**src/rtl/axi_addr_pkg.sv**
```systemverilog
/*
 * AXI address channel definitions
 * Bus widths, page and burst limits, address and load/store command records
 */
`default_nettype none

package axi_addr_pkg;

  localparam int unsigned ADDR_W         = 32;
  localparam int unsigned DATA_BYTES     = 8;
  localparam int unsigned DATA_BYTES_LOG = 3;

  // A burst stays inside one 4 KiB page
  localparam int unsigned PAGE_BITS       = 12;
  localparam int unsigned MAX_BURST_BEATS = 256;

  localparam logic [1:0] BURST_INCR       = 2'b01;
  localparam logic [3:0] CACHE_MODIFIABLE = 4'b0010;

  // Command queue toward the load/store units
  localparam int unsigned LSU_Q_DEPTH = 2;
  localparam int unsigned LSU_Q_PTR_W = $clog2(LSU_Q_DEPTH);

  typedef logic [ADDR_W-1:0] addr_t;
  typedef logic [7:0]        axi_len_t;
  typedef logic [2:0]        axi_size_t;

  // AR/AW payload
  typedef struct packed {
    addr_t      addr;
    axi_len_t   len;
    axi_size_t  size;
    logic [1:0] burst;
    logic [3:0] cache;
  } axi_ax_t;

  // Copy of each issued request for the load/store units
  typedef struct packed {
    addr_t     addr;
    axi_len_t  len;
    axi_size_t size;
    logic      is_load;
  } lsu_cmd_t;

endpackage

`default_nettype wire

```
**src/rtl/vinsn_pkg.sv**
```systemverilog
/*
 * Vector instruction definitions
 * Opcodes, element widths and the instruction and job records
 */
`default_nettype none

package vinsn_pkg;

  // Length and stride field widths
  localparam int unsigned VLEN_W = 16;
  localparam int unsigned ELEN_W = 32;

  typedef logic [VLEN_W-1:0] vlen_t;
  typedef logic [ELEN_W-1:0] stride_t;

  // Opcodes seen by the address generator
  typedef enum logic [2:0] {
    VLE  = 3'd0,
    VSE  = 3'd1,
    VLSE = 3'd2,
    VSSE = 3'd3,
    VADD = 3'd4,
    VMUL = 3'd5
  } vop_e;

  // Value is log2 of the element size in bytes
  typedef enum logic [1:0] {
    EW8  = 2'd0,
    EW16 = 2'd1,
    EW32 = 2'd2,
    EW64 = 2'd3
  } vew_e;

  // Instruction as held by the sequencer, addresses share the bus width
  typedef struct packed {
    vop_e                            op;
    logic [axi_addr_pkg::ADDR_W-1:0] addr;
    vlen_t                           vl;
    stride_t                         stride;
    vew_e                            vew;
  } vec_req_t;

  // Checked job for the burst planner
  typedef struct packed {
    logic [axi_addr_pkg::ADDR_W-1:0] addr;
    vlen_t                           len;
    stride_t                         stride;
    vew_e                            vew;
    logic                            is_load;
    // Unit-stride jobs become INCR bursts
    logic                            is_burst;
  } plan_job_t;

endpackage

`default_nettype wire

```
**src/rtl/ax_issue_queue.sv**
```systemverilog
/*
 * AR/AW issue stage
 * Drives the address channels and queues each request for the load/store units
 */
`default_nettype none

module ax_issue_queue (
  input  wire logic                    clk_i,
  input  wire logic                    rst_ni,
  input  wire axi_addr_pkg::lsu_cmd_t  cmd_i,
  input  wire logic                    cmd_valid_i,
  output logic                         cmd_ready_o,
  output axi_addr_pkg::axi_ax_t        ar_o,
  output axi_addr_pkg::axi_ax_t        aw_o,
  output logic                         ar_valid_o,
  output logic                         aw_valid_o,
  input  wire logic                    ar_ready_i,
  input  wire logic                    aw_ready_i,
  output axi_addr_pkg::lsu_cmd_t       lsu_cmd_o,
  output logic                         lsu_cmd_valid_o,
  input  wire logic                    ldu_ready_i,
  input  wire logic                    stu_ready_i
);

  axi_addr_pkg::lsu_cmd_t                mem_q [axi_addr_pkg::LSU_Q_DEPTH];
  logic [axi_addr_pkg::LSU_Q_PTR_W-1:0]  wr_ptr_q;
  logic [axi_addr_pkg::LSU_Q_PTR_W-1:0]  rd_ptr_q;
  logic [axi_addr_pkg::LSU_Q_PTR_W:0]    count_q;
  axi_addr_pkg::axi_ax_t                 ax;
  logic                                  full;
  logic                                  empty;
  logic                                  chan_ready;
  logic                                  push;
  logic                                  pop;

  // Same payload on both channels, only the valid is steered
  assign ax = '{
    addr:  cmd_i.addr,
    len:   cmd_i.len,
    size:  cmd_i.size,
    burst: axi_addr_pkg::BURST_INCR,
    cache: axi_addr_pkg::CACHE_MODIFIABLE
  };
  assign ar_o = ax;
  assign aw_o = ax;

  assign full  = (count_q == axi_addr_pkg::LSU_Q_DEPTH);
  assign empty = (count_q == '0);

  assign chan_ready  = cmd_i.is_load ? ar_ready_i : aw_ready_i;
  assign cmd_ready_o = !full && chan_ready;
  assign ar_valid_o  = cmd_valid_i && cmd_i.is_load && !full;
  assign aw_valid_o  = cmd_valid_i && !cmd_i.is_load && !full;

  // Queue entry written in the handshake cycle
  assign push = cmd_valid_i && cmd_ready_o;
  assign pop  = !empty && (ldu_ready_i || stu_ready_i);

  assign lsu_cmd_o       = mem_q[rd_ptr_q];
  assign lsu_cmd_valid_o = !empty;

  always_ff @(posedge clk_i or negedge rst_ni) begin
    if (!rst_ni) begin
      wr_ptr_q <= '0;
      rd_ptr_q <= '0;
      count_q  <= '0;
    end else begin
      if (push) begin
        wr_ptr_q <= (wr_ptr_q == axi_addr_pkg::LSU_Q_DEPTH - 1) ? '0 : wr_ptr_q + 1'b1;
      end
      if (pop) begin
        rd_ptr_q <= (rd_ptr_q == axi_addr_pkg::LSU_Q_DEPTH - 1) ? '0 : rd_ptr_q + 1'b1;
      end
      case ({push, pop})
        2'b10:   count_q <= count_q + 1'b1;
        2'b01:   count_q <= count_q - 1'b1;
        default: count_q <= count_q;
      endcase
    end
  end

  always_ff @(posedge clk_i) begin
    if (push) begin
      mem_q[wr_ptr_q] <= cmd_i;
    end
  end

endmodule

`default_nettype wire

```
**src/rtl/burst_planner.sv**
```systemverilog
/*
 * Burst planner
 * Splits a job into page-safe INCR bursts or single-beat strided requests
 */
`default_nettype none

module burst_planner (
  input  wire logic                  clk_i,
  input  wire logic                  rst_ni,
  input  wire vinsn_pkg::plan_job_t  job_i,
  input  wire logic                  job_valid_i,
  input  wire logic                  core_st_pending_i,
  output axi_addr_pkg::lsu_cmd_t     cmd_o,
  output logic                       cmd_valid_o,
  input  wire logic                  cmd_ready_i,
  output logic                       job_done_o
);

  typedef enum logic [1:0] {
    PLAN_IDLE,
    PLAN_WAIT,
    PLAN_ISSUE
  } plan_state_e;

  plan_state_e          state_q, state_d;
  vinsn_pkg::plan_job_t job_q;
  axi_addr_pkg::addr_t  start_q;
  axi_addr_pkg::addr_t  end_q;
  axi_addr_pkg::addr_t  span;
  axi_addr_pkg::addr_t  consumed;
  axi_addr_pkg::addr_t  next_addr;
  vinsn_pkg::vlen_t     next_len;
  logic                 accept;

  //////////////////////////////////////////////////
  // Burst bounds
  //////////////////////////////////////////////////

  function automatic axi_addr_pkg::addr_t align_down(input axi_addr_pkg::addr_t a);
    return {a[axi_addr_pkg::ADDR_W-1:axi_addr_pkg::DATA_BYTES_LOG],
            {axi_addr_pkg::DATA_BYTES_LOG{1'b0}}};
  endfunction

  // Last byte covered by a burst starting at addr
  function automatic axi_addr_pkg::addr_t burst_end(input axi_addr_pkg::addr_t addr,
                                                    input vinsn_pkg::vlen_t    len,
                                                    input vinsn_pkg::vew_e     vew);
    axi_addr_pkg::addr_t bytes;
    axi_addr_pkg::addr_t last;
    bytes = axi_addr_pkg::addr_t'(len) << vew;
    // At most 256 full-width beats
    if (bytes > axi_addr_pkg::MAX_BURST_BEATS * axi_addr_pkg::DATA_BYTES) begin
      bytes = axi_addr_pkg::MAX_BURST_BEATS * axi_addr_pkg::DATA_BYTES;
    end
    last = align_down(addr + bytes - 1) + (axi_addr_pkg::DATA_BYTES - 1);
    // Clamp to the end of the starting page
    if (last[axi_addr_pkg::ADDR_W-1:axi_addr_pkg::PAGE_BITS] !=
        addr[axi_addr_pkg::ADDR_W-1:axi_addr_pkg::PAGE_BITS]) begin
      last = {addr[axi_addr_pkg::ADDR_W-1:axi_addr_pkg::PAGE_BITS],
              {axi_addr_pkg::PAGE_BITS{1'b1}}};
    end
    return last;
  endfunction

  //////////////////////////////////////////////////
  // Current request and next position
  //////////////////////////////////////////////////

  always_comb begin
    cmd_o.addr    = job_q.addr;
    cmd_o.is_load = job_q.is_load;
    if (job_q.is_burst) begin
      cmd_o.len  = axi_addr_pkg::axi_len_t'((end_q - start_q) >> axi_addr_pkg::DATA_BYTES_LOG);
      cmd_o.size = axi_addr_pkg::axi_size_t'(axi_addr_pkg::DATA_BYTES_LOG);
    end else begin
      cmd_o.len  = '0;
      cmd_o.size = axi_addr_pkg::axi_size_t'(job_q.vew);
    end
  end

  always_comb begin
    // Elements covered by the current burst
    span     = end_q - job_q.addr + 1;
    consumed = span >> job_q.vew;
    if (job_q.is_burst) begin
      next_addr = end_q + 1;
      if (consumed >= job_q.len) begin
        next_len = '0;
      end else begin
        next_len = job_q.len - consumed[vinsn_pkg::VLEN_W-1:0];
      end
    end else begin
      next_addr = job_q.addr + job_q.stride;
      next_len  = job_q.len - 1'b1;
    end
  end

  assign accept = cmd_valid_o && cmd_ready_i;

  //////////////////////////////////////////////////
  // FSM
  //////////////////////////////////////////////////

  always_comb begin
    state_d     = state_q;
    cmd_valid_o = 1'b0;
    job_done_o  = 1'b0;

    case (state_q)
      PLAN_IDLE: begin
        if (job_valid_i) begin
          state_d = PLAN_WAIT;
        end
      end
      PLAN_WAIT: begin
        // Stores wait for the scalar core to drain its stores
        if (job_q.is_load || !core_st_pending_i) begin
          state_d = PLAN_ISSUE;
        end
      end
      PLAN_ISSUE: begin
        cmd_valid_o = 1'b1;
        if (cmd_ready_i && next_len == '0) begin
          job_done_o = 1'b1;
          state_d    = PLAN_IDLE;
        end
      end
      default: state_d = PLAN_IDLE;
    endcase
  end

  always_ff @(posedge clk_i or negedge rst_ni) begin
    if (!rst_ni) begin
      state_q <= PLAN_IDLE;
    end else begin
      state_q <= state_d;
    end
  end

  always_ff @(posedge clk_i) begin
    if (state_q == PLAN_IDLE && job_valid_i) begin
      job_q <= job_i;
    end else if (state_q == PLAN_WAIT) begin
      start_q <= align_down(job_q.addr);
      end_q   <= burst_end(job_q.addr, job_q.len, job_q.vew);
    end else if (accept) begin
      job_q.addr <= next_addr;
      job_q.len  <= next_len;
      start_q    <= align_down(next_addr);
      end_q      <= burst_end(next_addr, next_len, job_q.vew);
    end
  end

endmodule

`default_nettype wire

```
**src/rtl/vaddr_gen.sv**
```systemverilog
/*
 * Vector load/store address generator
 * Decoder, burst planner and AR/AW issue stage
 */
`default_nettype none

module vaddr_gen (
  input  wire logic                    clk_i,
  input  wire logic                    rst_ni,
  // Sequencer side
  input  wire vinsn_pkg::vec_req_t     vinsn_i,
  input  wire logic                    vinsn_valid_i,
  input  wire logic                    core_st_pending_i,
  output logic                         ack_o,
  output logic                         error_o,
  // AXI address channels
  output axi_addr_pkg::axi_ax_t        ar_o,
  output logic                         ar_valid_o,
  input  wire logic                    ar_ready_i,
  output axi_addr_pkg::axi_ax_t        aw_o,
  output logic                         aw_valid_o,
  input  wire logic                    aw_ready_i,
  // Load/store units
  output axi_addr_pkg::lsu_cmd_t       lsu_cmd_o,
  output logic                         lsu_cmd_valid_o,
  input  wire logic                    ldu_ready_i,
  input  wire logic                    stu_ready_i
);

  vinsn_pkg::plan_job_t   job;
  logic                   job_valid;
  logic                   job_done;
  axi_addr_pkg::lsu_cmd_t cmd;
  logic                   cmd_valid;
  logic                   cmd_ready;

  vmem_decoder u_decoder (
    .clk_i         (clk_i),
    .rst_ni        (rst_ni),
    .vinsn_i       (vinsn_i),
    .vinsn_valid_i (vinsn_valid_i),
    .job_done_i    (job_done),
    .job_o         (job),
    .job_valid_o   (job_valid),
    .ack_o         (ack_o),
    .error_o       (error_o)
  );

  burst_planner u_planner (
    .clk_i             (clk_i),
    .rst_ni            (rst_ni),
    .job_i             (job),
    .job_valid_i       (job_valid),
    .core_st_pending_i (core_st_pending_i),
    .cmd_o             (cmd),
    .cmd_valid_o       (cmd_valid),
    .cmd_ready_i       (cmd_ready),
    .job_done_o        (job_done)
  );

  ax_issue_queue u_issue (
    .clk_i           (clk_i),
    .rst_ni          (rst_ni),
    .cmd_i           (cmd),
    .cmd_valid_i     (cmd_valid),
    .cmd_ready_o     (cmd_ready),
    .ar_o            (ar_o),
    .aw_o            (aw_o),
    .ar_valid_o      (ar_valid_o),
    .aw_valid_o      (aw_valid_o),
    .ar_ready_i      (ar_ready_i),
    .aw_ready_i      (aw_ready_i),
    .lsu_cmd_o       (lsu_cmd_o),
    .lsu_cmd_valid_o (lsu_cmd_valid_o),
    .ldu_ready_i     (ldu_ready_i),
    .stu_ready_i     (stu_ready_i)
  );

endmodule

`default_nettype wire

```
**src/rtl/vmem_decoder.sv**
```systemverilog
/*
 * Vector memory instruction decoder
 * Accepts load/store instructions, rejects misaligned bases, hands jobs on
 */
`default_nettype none

module vmem_decoder (
  input  wire logic                 clk_i,
  input  wire logic                 rst_ni,
  input  wire vinsn_pkg::vec_req_t  vinsn_i,
  input  wire logic                 vinsn_valid_i,
  input  wire logic                 job_done_i,
  output vinsn_pkg::plan_job_t      job_o,
  output logic                      job_valid_o,
  output logic                      ack_o,
  output logic                      error_o
);

  typedef enum logic {
    DEC_IDLE,
    DEC_BUSY
  } dec_state_e;

  dec_state_e state_q, state_d;
  logic       done_q;
  logic       is_mem;
  logic       misaligned;
  logic [2:0] ew_mask;

  // Other opcodes belong to other units
  assign is_mem = vinsn_i.op inside {vinsn_pkg::VLE, vinsn_pkg::VSE,
                                     vinsn_pkg::VLSE, vinsn_pkg::VSSE};

  // Low address bits that must be zero for the element width
  assign ew_mask    = 3'((4'd1 << vinsn_i.vew) - 4'd1);
  assign misaligned = |(vinsn_i.addr[2:0] & ew_mask);

  assign job_o = '{
    addr:     vinsn_i.addr,
    len:      vinsn_i.vl,
    stride:   vinsn_i.stride,
    vew:      vinsn_i.vew,
    is_load:  vinsn_i.op inside {vinsn_pkg::VLE, vinsn_pkg::VLSE},
    is_burst: vinsn_i.op inside {vinsn_pkg::VLE, vinsn_pkg::VSE}
  };

  always_comb begin
    state_d     = state_q;
    job_valid_o = 1'b0;
    ack_o       = 1'b0;
    error_o     = 1'b0;

    case (state_q)
      DEC_IDLE: begin
        if (vinsn_valid_i && is_mem) begin
          if (misaligned) begin
            ack_o   = 1'b1;
            error_o = 1'b1;
          end else if (vinsn_i.vl == '0) begin
            // Nothing to transfer
            ack_o = 1'b1;
          end else begin
            job_valid_o = 1'b1;
            state_d     = DEC_BUSY;
          end
        end
      end
      DEC_BUSY: begin
        // Ack one cycle after the last request went out
        if (done_q) begin
          ack_o   = 1'b1;
          state_d = DEC_IDLE;
        end
      end
      default: state_d = DEC_IDLE;
    endcase
  end

  always_ff @(posedge clk_i or negedge rst_ni) begin
    if (!rst_ni) begin
      state_q <= DEC_IDLE;
      done_q  <= 1'b0;
    end else begin
      state_q <= state_d;
      done_q  <= job_done_i;
    end
  end

endmodule

`default_nettype wire

```
**config.mk**
```make
export PLATFORM = sky130hd
export DESIGN_NAME = vaddr_gen
export DESIGN_NICKNAME = d
export VERILOG_FILES = /design/src/rtl/axi_addr_pkg.sv /design/src/rtl/vinsn_pkg.sv /design/src/rtl/ax_issue_queue.sv /design/src/rtl/burst_planner.sv /design/src/rtl/vaddr_gen.sv /design/src/rtl/vmem_decoder.sv
export SDC_FILE = /design/constraint.sdc
export NUM_CORES = 1
export LEC_CHECK = 0
export BUFFER_PORTS_ARGS = -buffer_cell sky130_fd_sc_hd__buf_2
export CORE_ASPECT_RATIO = 1.75
export CORE_MARGIN = 2
export CORE_UTILIZATION = 52
export DETAILED_ROUTE_END_ITERATION = 7
export PLACE_DENSITY = 0.72
export SLEW_MARGIN = 20
export SYNTH_ARGS = -nofsm -noshare
export SYNTH_HDL_FRONTEND = slang
export SYNTH_SLANG_ARGS = --single-unit
export TNS_END_PERCENT = 10
```
**constraint.sdc**
```tcl
create_clock -name clk_i -period 16.4 [get_ports clk_i]
set_input_delay 3.28 -clock clk_i [delete_from_list [all_inputs] [get_ports clk_i]]
set_output_delay 3.28 -clock clk_i [all_outputs]
set_load 0.01 [all_outputs]
```
* After elaboration in Yosys (flattened, before gate mapping) *
Memory sizes are Yosys's and may differ from the RTL's.
Index checks and enable logic that the tools add are counted.

cells by class
  reduce and logical (&&, ||, !) cells = 31
  div/mod/pow operators = 0
  mux-type cells = 47
  multipliers = 0
  bitwise gates (word level) = 3
  eq/ne operators = 14
  $add $sub $neg = 18
  shift-type cells = 4
  magnitude comparators = 3

operators by type and width
  kind                                                                    number
  32-bit 2-to-1 mux                                                       12
  48-bit 2-to-1 mux                                                       3
  32-bit adder                                                            3
  32-bit by 1-bit adder with 32-bit output, second input constant         2
  32-bit by 3-bit adder with 32-bit output, second input constant         2
  32-bit by 12-bit > comparator with 1-bit output, second input constant  2
  16-bit by 2-bit left shift with 32-bit output                           2
  32-bit by 1-bit subtractor with 32-bit output, second input constant    2
  20-bit != test                                                          2
  11-bit 2-to-1 mux                                                       3
  32-bit by 16-bit >= comparator with 1-bit output                        1
  16-bit logical NOT                                                      2
  16-bit 2-to-1 mux                                                       2
  32-bit by 2-bit >> shifter with 32-bit output                           1
  32-bit subtractor                                                       1
  1-bit 2-to-1 mux                                                        20
  16-bit by 1-bit subtractor with 16-bit output, second input constant    1
  16-bit subtractor                                                       1
  11-bit subtractor                                                       1
  1-bit logical AND                                                       10
  2-bit nonzero test                                                      5
  2-bit by 1-bit != test with 1-bit output, second input constant         4
  2-bit == test, second input constant                                    3
  3-bit by 2-bit == test with 1-bit output, second input constant         2
  other kinds (21)                                                        33

word-level totals
  bits of input ports = 93
  register bits = 132
  bits in latches = 0
  bits in writable memories = 88
  bits in read-only memories = 0
  memories kept = 1
  word-level logic and storage cells = 135

memories
  memory         words  bits a word  rd ports  clocked after memory_dff  wr ports  RTL line              source
  u_issue.mem_q  2      44           1         0                         1         ax_issue_queue.sv:25  axi_addr_pkg::lsu_cmd_t mem_q [axi_addr_pkg::LSU_Q_DEPTH];

* Logic depth before layout (Yosys ltp) *
Gate-level depths: netlist of the first run.

  depth after elaboration = 19
  depth in mapped cells = 51
  mapped depth without buffers = 48

* Cells and area by module *
Synthesis of the first run repeated with hierarchy kept, for this count alone.

unflattened totals
  cell total of the unflattened synthesis = 2630
  area total of the unflattened synthesis = 23034.6 µm²

by module, submodules not included
  module          cells each  instances  area each (µm²)
  burst_planner   2267        1          17855.9
  ax_issue_queue  261         1          4383.0
  vmem_decoder    102         1          795.8

* Worst setup path before layout of the first run *
Ideal clock, no wire load.

  path type = reg-to-reg
  start = register u_planner.job_q[2] (netlist bit)
  end = register u_planner.end_q[10] (data pin)
  arrival = 9.586 ns
  cell stages (with the launch flop) = 44
  library setup time = 0.273 ns
  path slack = 6.541 ns
  data required time = 16.127 ns
  path through = edfxtp_1 -> buf_2 -> clkbuf_1 -> clkbuf_1 -> clkbuf_1 -> buf_1 -> clkbuf_1 -> mux2i_1 -> o21ai_0 -> ha_1 -> nand2b_1 -> a211o_1 -> o211ai_1 -> a21oi_1 -> a2111oi_0 -> mux2i_1 -> a2111oi_4 -> o22ai_4 -> [8 not listed] -> inv_1 -> ha_1 -> and3_1 -> clkbuf_1 -> and3_1 -> nor2_1 -> o21ai_0 -> a211o_1 -> o2111ai_1 -> a311o_1 -> a2111oi_0 -> nand4_1 -> a2111oi_0 -> nand4b_1 -> a211oi_1 -> nand4_2 -> nor4_4 -> a21oi_1

between the ends
  word-level cells in the longest chain between the ends = 17
  elaborated cells between the ends (all ways) = 28
  classes of those cells = add/sub: 7; order compare: 3; eq/ne: 2; shift: 3; mux: 13

RTL lines
  item                                                                                          RTL line                                  source
  start, declared                                                                               burst_planner.sv:26                       vinsn_pkg::plan_job_t job_q;
  start signal, assigned                                                                        burst_planner.sv:142                      job_q <= job_i;
  32-bit by 2-bit >> shifter with 32-bit output                                                 burst_planner.sv:84                       consumed = span >> job_q.vew;
  32-bit by 16-bit >= comparator with 1-bit output / 16-bit subtractor (equally long branches)  burst_planner.sv:87, burst_planner.sv:90
  16-bit 2-to-1 mux                                                                             burst_planner.sv:87                       if (consumed >= job_q.len) begin
  16-bit 2-to-1 mux                                                                             burst_planner.sv:85                       if (job_q.is_burst) begin
  16-bit by 2-bit left shift with 32-bit output                                                 burst_planner.sv:50                       bytes = axi_addr_pkg::addr_t'(len) << vew;
  32-bit by 12-bit > comparator with 1-bit output                                               burst_planner.sv:52                       if (bytes > axi_addr_pkg::MAX_BURST_BEATS * axi_addr_pkg::DATA_BYTES) begin
  32-bit 2-to-1 mux                                                                             burst_planner.sv:52
  32-bit 2-to-1 mux                                                                             burst_planner.sv:146                      end else if (accept) begin
  32-bit 2-to-1 mux                                                                             burst_planner.sv:143                      end else if (state_q == PLAN_WAIT) begin
  32-bit 2-to-1 mux                                                                             burst_planner.sv:141                      if (state_q == PLAN_IDLE && job_valid_i) begin
  32-bit adder                                                                                  burst_planner.sv:55                       last = align_down(addr + bytes - 1) + (axi_addr_pkg::DATA_BYTES - 1);
  32-bit by 1-bit subtractor with 32-bit output                                                 burst_planner.sv:55
  32-bit by 3-bit adder with 32-bit output                                                      burst_planner.sv:55
  20-bit != test                                                                                burst_planner.sv:57                       if (last[axi_addr_pkg::ADDR_W-1:axi_addr_pkg::PAGE_BITS] !=
  32-bit 2-to-1 mux                                                                             burst_planner.sv:57
  32-bit 2-to-1 mux                                                                             burst_planner.sv:146
  32-bit 2-to-1 mux (*)                                                                         burst_planner.sv:143
  end signal, assigned                                                                          burst_planner.sv:145                      end_q <= burst_end(job_q.addr, job_q.len, job_q.vew);
  end signal, assigned                                                                          burst_planner.sv:150                      end_q <= burst_end(next_addr, next_len, job_q.vew);
  end, declared                                                                                 burst_planner.sv:28                       axi_addr_pkg::addr_t end_q;

Mark *: on every way between the ends. The rest lies on a longest branch, timed or not. The select of a mux whose other input is x is not followed.
A chain may end at the register's enable or synchronous reset.

* Worst setup path after layout of the first run *
  start = register u_planner.job_q, in the netlist u_planner.cmd_o[21]
  end = register u_planner.end_q[6] (data pin)

between the ends
  word-level cells in the longest chain between the ends = 19
  elaborated cells between the ends (all ways) = 27
  classes of those cells = add/sub: 10; order compare: 2; eq/ne: 2; shift: 2; mux: 11

RTL lines
  item                                                                                          RTL line                                  source
  32-bit subtractor                                                                             burst_planner.sv:83                       span = end_q - job_q.addr + 1;
  32-bit by 1-bit adder with 32-bit output                                                      burst_planner.sv:83
  32-bit by 2-bit >> shifter with 32-bit output                                                 burst_planner.sv:84
  32-bit by 16-bit >= comparator with 1-bit output / 16-bit subtractor (equally long branches)  burst_planner.sv:87, burst_planner.sv:90
  16-bit 2-to-1 mux                                                                             burst_planner.sv:87
  16-bit 2-to-1 mux                                                                             burst_planner.sv:85
  16-bit by 2-bit left shift with 32-bit output                                                 burst_planner.sv:50
  32-bit by 12-bit > comparator with 1-bit output                                               burst_planner.sv:52
  [3 not listed]                                                                                n/a
  32-bit 2-to-1 mux                                                                             burst_planner.sv:141
  32-bit adder                                                                                  burst_planner.sv:55
  32-bit by 1-bit subtractor with 32-bit output                                                 burst_planner.sv:55
  32-bit by 3-bit adder with 32-bit output                                                      burst_planner.sv:55
  20-bit != test                                                                                burst_planner.sv:57
  32-bit 2-to-1 mux                                                                             burst_planner.sv:57
  32-bit 2-to-1 mux                                                                             burst_planner.sv:146
  32-bit 2-to-1 mux (*)                                                                         burst_planner.sv:143

Marks and branches as above.

==> results of run 1 <==
[logic make-up after synthesis]
group / share of synthesized area, %
AND/OR/NAND/NOR: 18.13
other: 0.03302
buffers and inverters: 8.791
adder cells (fa/ha/maj): 12.53
XOR/XNOR: 6.739
flip-flops: 28.21
multiplexers: 4.803
AO/OA/AOI/OAI: 20.76
[stage by stage]
| stage | instance area (sq um) | instances |
|---|---|---|
| 5_1_grt | 24560 | 3372 |
| 2_1_floorplan | 22840 | 2707 |
| 4_1_cts | 24560 | 3372 |
| 6_report | 24560 | 3372 |
| 3_5_place_dp | 23800 | 3333 |
| 3_3_place_gp | 23800 | 3333 |
[sequential cells by signal, indices dropped and copies added, names as in the netlist]
| register | cells |
|---|---|
| u_planner.state_q | 2 |
| u_issue.rd_ptr_q | 1 |
| u_planner.start_q | 8 |
| u_issue.count_q | 2 |
| u_planner.cmd_o | 33 |
| u_planner.job_q | 51 |
| u_decoder.done_q | 1 |
| u_planner.end_q | 29 |
| u_decoder.state_q | 1 |
| u_issue.wr_ptr_q | 1 |
| u_issue.mem_q | 86 |
[cell type report]
class                   instances  area share, %
multi-input cells            2074          58.84
repair buffers                263          5.756
clock inverters                13         0.7182
inverters                     215          3.285
clock buffers                  26          2.389
well taps                     566          2.883
flip-flops and latches        215          26.12
[power by group through the flow]
stage	registers, mW	logic, mW	clock network [mW]
3_3_place_gp	0.819	2.71	0
2_1_floorplan	0.788	1.94	0
3_5_place_dp	0.825	2.73	0
5_1_grt	0.823	3.00	0.583
6_report	0.814	2.79	0.561
4_1_cts	0.813	2.75	0.569
[worst max-delay path, delay by kind of cell (launching register included)]
family	cells	cell delay [ns]
buffers and inverters	3	0.44
and+or+nand+nor	15	4.83
AOI/OAI and AO/OA	16	3.92
xor gates and xnor gates	1	0.17
muxes	2	0.55
adders and majority gates	5	1.84
DFF	1	0.46
[cells in the final DEF (no fill, tap or decap), types with 9 or more instances in the layout]
| cell | synthesis | layout |
|---|---|---|
| a2111oi_0 | 10 | 10 |
| a211o_1 | 9 | 9 |
| a211oi_1 | 12 | 12 |
| a21o_1 | 58 | 58 |
| a21oi_1 | 201 | 201 |
| a31oi_1 | 23 | 23 |
| and2_1 | 13 | 13 |
| and3_1 | 29 | 29 |
| and4_1 | 10 | 10 |
| buf_2 | 13 | 224 |
| buf_4 | 104 | 39 |
| clkbuf_16 | 0 | 23 |
| conb_1 | 2 | 29 |
| edfxtp_1 | 207 | 207 |
| ha_1 | 223 | 223 |
| inv_1 | 213 | 213 |
| mux2_2 | 55 | 55 |
| mux2i_1 | 36 | 36 |
| nand2_1 | 204 | 203 |
| nand2b_1 | 30 | 29 |
| nand3_1 | 66 | 66 |
| nand4_1 | 44 | 44 |
| nor2_1 | 281 | 279 |
| nor2b_1 | 20 | 20 |
| nor3_1 | 60 | 60 |
| nor3b_1 | 11 | 11 |
| nor4_1 | 21 | 21 |
| o211ai_1 | 27 | 27 |
| o21a_1 | 31 | 31 |
| o21ai_0 | 141 | 141 |
| o21ai_1 | 9 | 9 |
| o21bai_1 | 22 | 22 |
| o22ai_1 | 13 | 13 |
| o31ai_1 | 13 | 13 |
| or2_2 | 13 | 13 |
| or3_1 | 19 | 18 |
| or4_1 | 11 | 11 |
| xnor2_1 | 129 | 129 |
| xor2_1 | 46 | 46 |
[worst paths after layout]
check                                    startpoint                  to  depth (start not counted)
min in group asynchronous                    rst_ni    u_issue.wr_ptr_q                          1
worst min register to register     u_decoder.done_q   u_decoder.state_q                          1
max in group asynchronous                    rst_ni    u_issue.rd_ptr_q                          1
worst max-delay path            u_planner.cmd_o[21]  u_planner.end_q[6]                         42
worst max register to register  u_planner.cmd_o[21]  u_planner.end_q[6]                         42
worst min-delay path               u_decoder.done_q   u_decoder.state_q                          1
[layer usage]
| metal | vias up | part of all wire [%] | routed length [um] | track usage, % |
|---|---|---|---|---|
| met1 | 10030 | 35 | 29250 | 36.45 |
| met2 | 833 | 52 | 43290 | 66.08 |
| met4 | 0 | 9.1 | 7580 | 27.52 |
| li1 | 9830 | - | - | - |
| met3 | 289 | 4.0 | 3381 | 3.335 |
| met5 | - | 0 | 0 | 0 |
==> summary.txt, run 1 <==
STA
  • Max Clock Skew: roughly 0.044 ns
  • RSZ-0062 raised after global routing: no
  • Fmax: 79.79 MHz
  • Count of final setup violators: 0
  • Final hold vios: 0
  • Setup TNS: 0 ns
  • Worst setup margin: 3.867 ns
  • Period utilization: between 70% and 80%
  • Worst hold margin: between 0.4 and 0.5 ns
  • Max-slew headroom: roughly a fifth
  • Slew @ Worst Pin: between 1 and 1.5 ns
  • Final min period: roughly 13 ns
  • Max Slew Vio Count: 0

Yosys
  • Asr flop ratio synth: 3.721%
  • Ranking of synthesized cells by area: edfxtp_1 27%, ha_1 12%, xnor2_1 5.0%
  • Warnings from Yosys: 0
  • Sequential fraction of the synthesis area: between 20% and 30%
  • Syn Area/Cell: 8.486 sq um
  • Commonest cells in the netlist: 281 x nor2_1, 223 x ha_1, 213 x inv_1, 207 x edfxtp_1, 204 x nand2_1
  • Cell area after synthesis: about 0.023 sq mm
  • Dominant cell type by area after synthesis: edfxtp_1
  • Post-synthesis cell count: around 2700
  • Ys flop type: edfxtp_1
  • Yosys reg bits: 215
  • Most numerous cell in the Yosys netlist: nor2_1
  • Yosys top cell area share: between 20% and 30%
  • Number of flops mapped to enable cells by yosys: ~210
  • Synth unique cells: 109

Route
  • Routed via count: approximately 21000
  • Residual DRC: 0
  • DR iter-0 viols: around 1900
  • Routed WL: 83510 um
  • Drt via density: just over 6
  • Post-route ant nets: 0
  • Number of iterations in the first detailed-routing pass: 6
  • WL/cell: between 20 and 25 um

Clocking
  • Clock insertion delay at the later pin of the skew report: approximately 0.60 ns
  • Postcts setup bufs: 0
  • Post-CTS Resized: 0
  • Deepest clock path buffer count: 3
  • Hold Buf Count CTS: 0
  • H-Tree Depth: 1
  • Clk slew on worst S/H paths: roughly 0.070 ns
  • Clk Tree Root Cell: clkbuf_16
  • CTS tree: done
  • Clock Sink Count: around 220
  • Num CTS Buffers: 23

Placed design
  • Final Wtd Congestion: approximately 0.99
  • Place WS: roughly 4.1 ns
  • PortBufs: about 220
  • Hpwl dp: between 60000 and 70000 um

Min path
  • Min-delay worst type: register to register

Worst setup path
  • Largest stage delay, worst path: ~0.72 ns
  • Crit path top cell by count: ha_1
  • R2R setup slack: between 3 and 4 ns
  • CP Max Fanout: 16
  • Crit path kind: register to register
  • Critical path startpoint category: register
  • Crit end category: register
  • Worst EP arrival: between 10 and 15 ns
  • Slowest cell on crit path: nor4_1
  • Worst Path Required: 16.68 ns

Pwr
  • P_sw: 2.135 mW
  • Clock power frac: between 10% and 20%
  • Pwr/cell area: about 170 mW/mm^2
  • Peak VDD IR: 0.0001246 V
  • Reg power frac: around a fifth
  • Comb power frac: between 60% and 70%
  • Cell internal pwr: 2.034 mW
  • Sw Share: 51.22%
  • Total power: 4.168 mW
  • Leak: ~10 nW

Layout
  • Fin util: a little under three fifths
  • Layout cells sized above 1: 15.04%
  • Multi-input logic area: 0.01446 sq mm
  • Seq. cell area: ~0.0064 sq mm
  • Fillers: ~4000
  • Area Growth Syn to Fin: 8.010%
  • Ant. Diodes: 0
  • Final net count: a little over 3000

Global route
  • Global route overflow: 0
  • First-pass GRT wire length: between 100000 and 150000 um
  • Largest net degree at the start of global routing: roughly 70
  • Total Routing Usage GR: between 30% and 40%
  • Initial antenna violation count: 1
  • Vias in the first global route: just over 20000

Run
  • Max-cap violation count: 0

Floorplanning
  • Initial Util: a little over half
  • Die H: about 280 um
  • Die X: around 160 um
  • # IOs: 240
  • Cell row count: 101
  • Core region area: ~0.043 sq mm
  • Die area: 0.04549 sq mm

Status
  • Status: finished, final reports clean
(Power assumes the default switching activity.)
==> run 2: changes to the inputs <==
--- a/config.mk
+++ b/config.mk
@@ -5,12 +5,13 @@
 export SDC_FILE = /design/constraint.sdc
 export NUM_CORES = 1
 export LEC_CHECK = 0
+export ABC_AREA = 1
 export BUFFER_PORTS_ARGS = -buffer_cell sky130_fd_sc_hd__buf_2
 export CORE_ASPECT_RATIO = 1.75
 export CORE_MARGIN = 2
 export CORE_UTILIZATION = 52
 export DETAILED_ROUTE_END_ITERATION = 7
-export PLACE_DENSITY = 0.72
+export PLACE_DENSITY = 0.75
 export SLEW_MARGIN = 20
 export SYNTH_ARGS = -nofsm -noshare
 export SYNTH_HDL_FRONTEND = slang
==> constraint.sdc (replaced) <==
create_clock -name clk_i -period 11.1 [get_ports clk_i]
set_input_delay 2.22 -clock clk_i [delete_from_list [all_inputs] [get_ports clk_i]]
set_output_delay 2.22 -clock clk_i [all_outputs]
set_load 0.01 [all_outputs]
==> run 2 against run 1 <==
  * Global-route usage decreased by 3.8 points
  * Design area decreased by 2.2%
  * Routed wire length decreased by 13%
  * Critical endpoint is now u_planner.end_q[9]
  * Largest power group unchanged
  * Total power increased by 6.9%
  * Sequential cell count unchanged
  * Core utilization about the same
  * Cell count increased by 17%
  * Clock power increased by 36%
  * Combinational power decreased by 7.5%
  * Die area decreased by 2.2%
  * Highest routed layer unchanged
==> summary.txt, run 2 <==
Route
  • DR iter-0 viols: roughly 1600
  • Drt via density: roughly 5.5
  • WL/cell: about 18 um
  • Residual DRC: 0
  • Post-route ant nets: 0
  • Routed WL: approximately 73000 um
  • Number of iterations in the first detailed-routing pass: 6
  • Routed via count: 21710

Layout
  • Fin util: between 50% and 60%
  • Area Growth Syn to Fin: 8.012%
  • Most frequent cells in the layout: 936 x nand2_1, 469 x inv_1, 244 x nor2_1
  • Final net count: ~3700
  • Ant. Diodes: 0
  • Commonest non-fill, non-tap cell in the layout: nand2_1
  • Biggest register: u_issue.mem_q
  • Layout cells sized above 1: around 11%
  • Max reg flops: 86

Worst setup path
  • Crit end category: register
  • R2R setup slack: around 2.6 ns
  • Crit path top cell by count: nand2_1
  • Critical path startpoint category: register
  • CP bufs+invs: 9
  • Slowest cell on crit path: edfxtp_1
  • Crit path kind: register to register
  • Largest stage delay, worst path: slightly below 0.5 ns
  • Reg-to-reg startpoint: u_planner.cmd_o[26]
  • FF-to-FF path depth: 53
  • Worst EP arrival: 8.81 ns
  • Worst Path Required: between 10 and 15 ns
  • CP Max Fanout: 10
  • Worst path top cell family by delay: simple AND/OR/NAND/NOR gates
  • Reg-to-reg critical path endpoint: u_planner.end_q[9]

STA
  • Max-slew headroom: a little under a third
  • Fmax: 117.8 MHz
  • Final hold vios: 0
  • Count of final setup violators: 0
  • Setup TNS: 0 ns
  • Slew @ Worst Pin: 1.026 ns
  • RSZ-0062 raised after global routing: no
  • Final min period: 8.488 ns
  • Period utilization: ~76%
  • Max Clock Skew: 0.01594 ns
  • Max Slew Vio Count: 0

Clocking
  • Deepest clock path buffer count: 3
  • Hold Buf Count CTS: 0
  • H-Tree Depth: 1
  • Clock insertion delay at the later pin of the skew report: 0.56 ns
  • Clk Tree Root Cell: clkbuf_16
  • Num CTS Buffers: 22
  • Post-CTS Resized: 0
  • Postcts setup bufs: 0
  • Clock Sink Count: roughly 220
  • CTS tree: done
  • Clk slew on worst S/H paths: around 0.080 ns

Yosys
  • Ranking of synthesized cells by area: edfxtp_1 28%, nand2_1 16%, ha_1 13%
  • Synth unique cells: 58
  • Syn Area/Cell: ~6.8 sq um
  • Warnings from Yosys: 0
  • Most numerous cell in the Yosys netlist: nand2_1
  • Yosys reg bits: approximately 220
  • Commonest cells in the netlist: 937 x nand2_1, 470 x inv_1, 247 x nor2_1, 223 x ha_1, 209 x nand3_1
  • Post-synthesis cell count: between 3000 and 4000
  • Dominant cell type by area after synthesis: edfxtp_1
  • Yosys top cell area share: 27.95%
  • Asr flop ratio synth: roughly 3.7%
  • Number of flops mapped to enable cells by yosys: just over 200
  • Ys flop type: edfxtp_1
  • Cell area after synthesis: 0.02224 sq mm
  • Sequential fraction of the synthesis area: 28.85%

Pwr
  • Leak: 12.05 nW
  • Pwr/cell area: roughly 190 mW/mm^2
  • Total power: around 4.5 mW
  • Peak VDD IR: between 0.0001 and 0.00015 V

Min path
  • Hold endpoint: u_decoder.state_q
  • Hold_sp: u_decoder.done_q
  • Hold depth: 1
  • Min-delay worst type: register to register

Floorplanning
  • Die H: between 200 and 300 um
  • # IOs: 240
  • Core region area: 0.04242 sq mm
  • Die area: between 0.04 and 0.05 sq mm
  • Initial Util: between 50% and 60%
  • Cell row count: 100
  • Die X: roughly 160 um

Global route
  • First-pass GRT wire length: roughly 110000 um
  • Largest net degree at the start of global routing: between 70 and 80
  • Initial antenna violation count: 0
  • Total Routing Usage GR: a little under a third
  • Global route overflow: 0
  • Vias in the first global route: 20980

Placed design
  • Hpwl dp: about 59000 um
  • Final Wtd Congestion: between 1 and 1.5
  • PortBufs: ~220

Status
  • Status: finished, final reports clean

Run
  • Max-cap violation count: 0
[run 2: stage by stage]
step	instance area, sq um	setup slack (ns)	hold slack, ns	cells
floorplan	22340	4.343	0.4256	3276
global placement	23310	2.621	0.4560	3920
detailed placement	23310	2.723	0.4643	3920
CTS	24020	2.693	0.4727	3960
global route	24020	1.763	0.5304	3960
finish	24020	2.612	0.4660	3960
[run 2: how the worst max path moves through the flow]
stage	start	to	slack (ns)	depth (start not counted)
6_report	u_planner.cmd_o[26]	u_planner.end_q[9]	2.61	53
3_5_place_dp	u_planner.cmd_o[24]	u_planner.end_q[9]	2.72	54
3_3_place_gp	u_planner.cmd_o[24]	u_planner.end_q[9]	2.62	52
5_1_grt	u_planner.cmd_o[24]	u_planner.end_q[9]	1.76	58
2_1_floorplan	u_planner.cmd_o[20]	u_planner.end_q[10]	4.34	54
4_1_cts	u_planner.cmd_o[24]	u_planner.end_q[9]	2.69	54
[run 2: metal layers]
metal / routed length, um / vias to the layer above / global-route usage [%]
met5: 0 / - / 0
met4: 5492 / 0 / 21.28
met3: 3434 / 256 / 3.349
met2: 37860 / 714 / 60.99
met1: 25730 / 9934 / 32.22
li1: - / 10800 / -
[run 2: kinds of logic (layout without fill, tap and decap cells)]
kind of cell,count (synthesis),after routing,synth area share (%)
compound gates,503,503,12.20
xor+xnor,84,84,3.376
other cells,2,29,0.03377
buf+inv,647,770,12.77
fa+ha+maj,226,226,12.82
mux,1,1,0.04502
simple gates,1571,1571,29.90
flops,215,215,28.85
[run 2: cell type report]
type	count	area (sq um)
clock buffers	27	590.6
clock inverters	13	120.1
fillers	4216	18400
inverters	491	1843
multi-input cells	2414	13110
flip-flops and latches	215	6417
well taps	561	701.9
repair buffers	239	1234
[run 2: report_power, final]
part           internal [mW]  switching [mW]
combinational          0.835            1.74
sequential              1.03          0.0940
clock                  0.426           0.337
==> run 3: changes to the inputs <==
==> constraint.sdc (replaced) <==
create_clock -name clk_i -period 7 [get_ports clk_i]
set_input_delay 1.4 -clock clk_i [delete_from_list [all_inputs] [get_ports clk_i]]
set_output_delay 1.4 -clock clk_i [all_outputs]
set_load 0.01 [all_outputs]
==> run 3 against run 2 <==
  * The run now ends with setup timing left
  * Cell count grew 9.0%
  * Core utilization is 10 points higher
  * Clock power grew 55%
  * Sequential share of layout area fell by 4.1 points
  * Die area stayed put
  * Hold slack better by 0.010 ns
  * Critical endpoint is now u_planner.end_q[6]
==> summary.txt, run 3 (same netlist as run 2, synthesis figures left out) <==
Clocking
  • Clock Sink Count: around 220
  • Num CTS Buffers: 23
  • CTS tree: done
  • H-Tree Depth: 1
  • Clk slew on worst S/H paths: 0.07 ns
  • Clk Tree Root Cell: clkbuf_16
  • Clock insertion delay at the later pin of the skew report: between 0.5 and 0.6 ns
  • Deepest clock path buffer count: 3
  • Hold Buf Count CTS: 0

Floorplanning
  • Core region area: ~0.042 sq mm
  • # IOs: 240
  • Die H: 277.6 um
  • Die X: roughly 160 um
  • Initial Util: 52.42%
  • Cell row count: 100
  • Die area: between 0.04 and 0.05 sq mm

Route
  • WL/cell: about 19 um
  • Drt via density: between 5 and 6
  • Number of iterations in the first detailed-routing pass: 6
  • Post-route ant nets: 0
  • Routed via count: 23870
  • Routed WL: between 80000 and 90000 um
  • DR iter-0 viols: 1704
  • Residual DRC: 0

STA
  • Period utilization: 106.5%
  • Slew @ Worst Pin: roughly 1.0 ns
  • RSZ-0062 raised after global routing: yes
  • Max Clock Skew: 0.02030 ns
  • Count of final setup violators: 9
  • Max Slew Vio Count: 0
  • Final hold vios: 0
  • Max-slew headroom: a little under a third
  • Worst setup margin: -0.4554 ns
  • Fmax: approximately 130 MHz
  • Final min period: about 7.5 ns
  • Setup TNS: -3.650 ns

Worst setup path
  • Worst path top cell family by delay: simple AND/OR/NAND/NOR gates
  • Critical path startpoint category: register
  • Crit path kind: register to register
  • Slowest cell on crit path: edfxtp_1
  • CP bufs+invs: 12
  • Worst Path Required: roughly 7.3 ns
  • Crit end category: register
  • CP Max Fanout: 5
  • Largest stage delay, worst path: 0.49 ns
  • R2R setup slack: -0.46 ns
  • Worst EP arrival: between 7 and 8 ns
  • Crit path top cell by count: nand2_1

Placed design
  • Place WS: -0.8155 ns
  • Final Wtd Congestion: roughly 1.0
  • Area after DPL: 0.02554 sq mm
  • Hpwl dp: approximately 64000 um
  • PortBufs: roughly 220

Run
  • Max-cap violation count: 0

Layout
  • Max reg flops: 86
  • Biggest register: u_issue.mem_q
  • Commonest non-fill, non-tap cell in the layout: nand2_1
  • Fillers: ~3600
  • Final Cell Area: between 0.02 and 0.03 sq mm
  • Area Growth Syn to Fin: 27.64%
  • Layout cells sized above 1: 26.79%
  • Most frequent cells in the layout: 869 x nand2_1, 433 x inv_1, 357 x buf_4
  • Ant. Diodes: 0
  • Fin util: roughly 67%
  • Final net count: about 4100

Status
  • Status: finished, violations left
  • Violated checks: setup timing

Global route
  • Initial antenna violation count: 0
  • Global route overflow: 0
  • Total Routing Usage GR: about a third
  • Vias in the first global route: ~23000
  • First-pass GRT wire length: between 100000 and 150000 um
  • Largest net degree at the start of global routing: between 80 and 90

Pwr
  • Pwr/cell area: ~300 mW/mm^2
  • Leak: between 10 and 15 nW
  • Peak VDD IR: between 0.0002 and 0.00025 V

Min path
  • Min-delay worst type: register to register
[run 3: changes by cell type in the layout (fill, tap and decap cells not counted), sizes merged]
cell      change
buf         +356
clkbuf        -4
inv           +3
clkinv        -2
clkinvlp      +2
nor2          +2
bufinv        -1
[run 3: through the flow]
stage / hold slack (ns) / power [mW] / cells
2_1_floorplan: 0.4256 / 4.652 / 3276
3_3_place_gp: 0.4564 / 6.403 / 4218
3_5_place_dp: 0.4574 / 6.428 / 4218
4_1_cts: 0.4788 / 8.043 / 4296
5_1_grt: 0.5286 / 8.883 / 4316
6_report: 0.4765 / 8.402 / 4316
[run 3: routing by layer]
metal	routed length, um	global-route usage, %
met1	28020	35.10
met2	41520	64.84
met3	4346	4.142
met4	8434	29.59
met5	0	0
[run 3: worst paths after layout]
kind	startpoint	end	cells past startpoint
setup / recovery	u_planner.end_q[7]	u_planner.end_q[6]	58
hold / removal	u_decoder.done_q	u_decoder.state_q	1
min in group asynchronous	rst_ni	u_decoder.state_q	1
setup reg to reg	u_planner.end_q[7]	u_planner.end_q[6]	58
hold reg to reg	u_decoder.done_q	u_decoder.state_q	1
max in group asynchronous	rst_ni	u_issue.rd_ptr_q	1
[run 3: layout make-up]
| type | count | area (sq um) | share of cell area, % |
|---|---|---|---|
| inverters | 491 | 1851 | 6.520 |
| clock buffers | 23 | 575.6 | 2.028 |
| flip-flops and latches | 215 | 6417 | 22.61 |
| multi-input cells | 2416 | 14740 | 51.95 |
| repair buffers | 595 | 3968 | 13.98 |
| clock inverters | 14 | 117.6 | 0.4144 |
| well taps | 561 | 701.9 | 2.473 |
| repair inverters | 1 | 8.758 | 0.03086 |
[run 3: report_power, final]
group / switching [mW] / total, mW / internal (mW)
combinational: 3.32 / 5.45 / 2.14
sequential: 0.141 / 1.77 / 1.62
clock: 0.547 / 1.18 / 0.638
[run 3: repair_timing]
item / in CTS / in global routing
pin swaps: 102 / 102
setup buffers: 39 / 20
cloned: 3 / 0
resized for setup: 276 / 115
setup endpoints to repair: 9 / 9
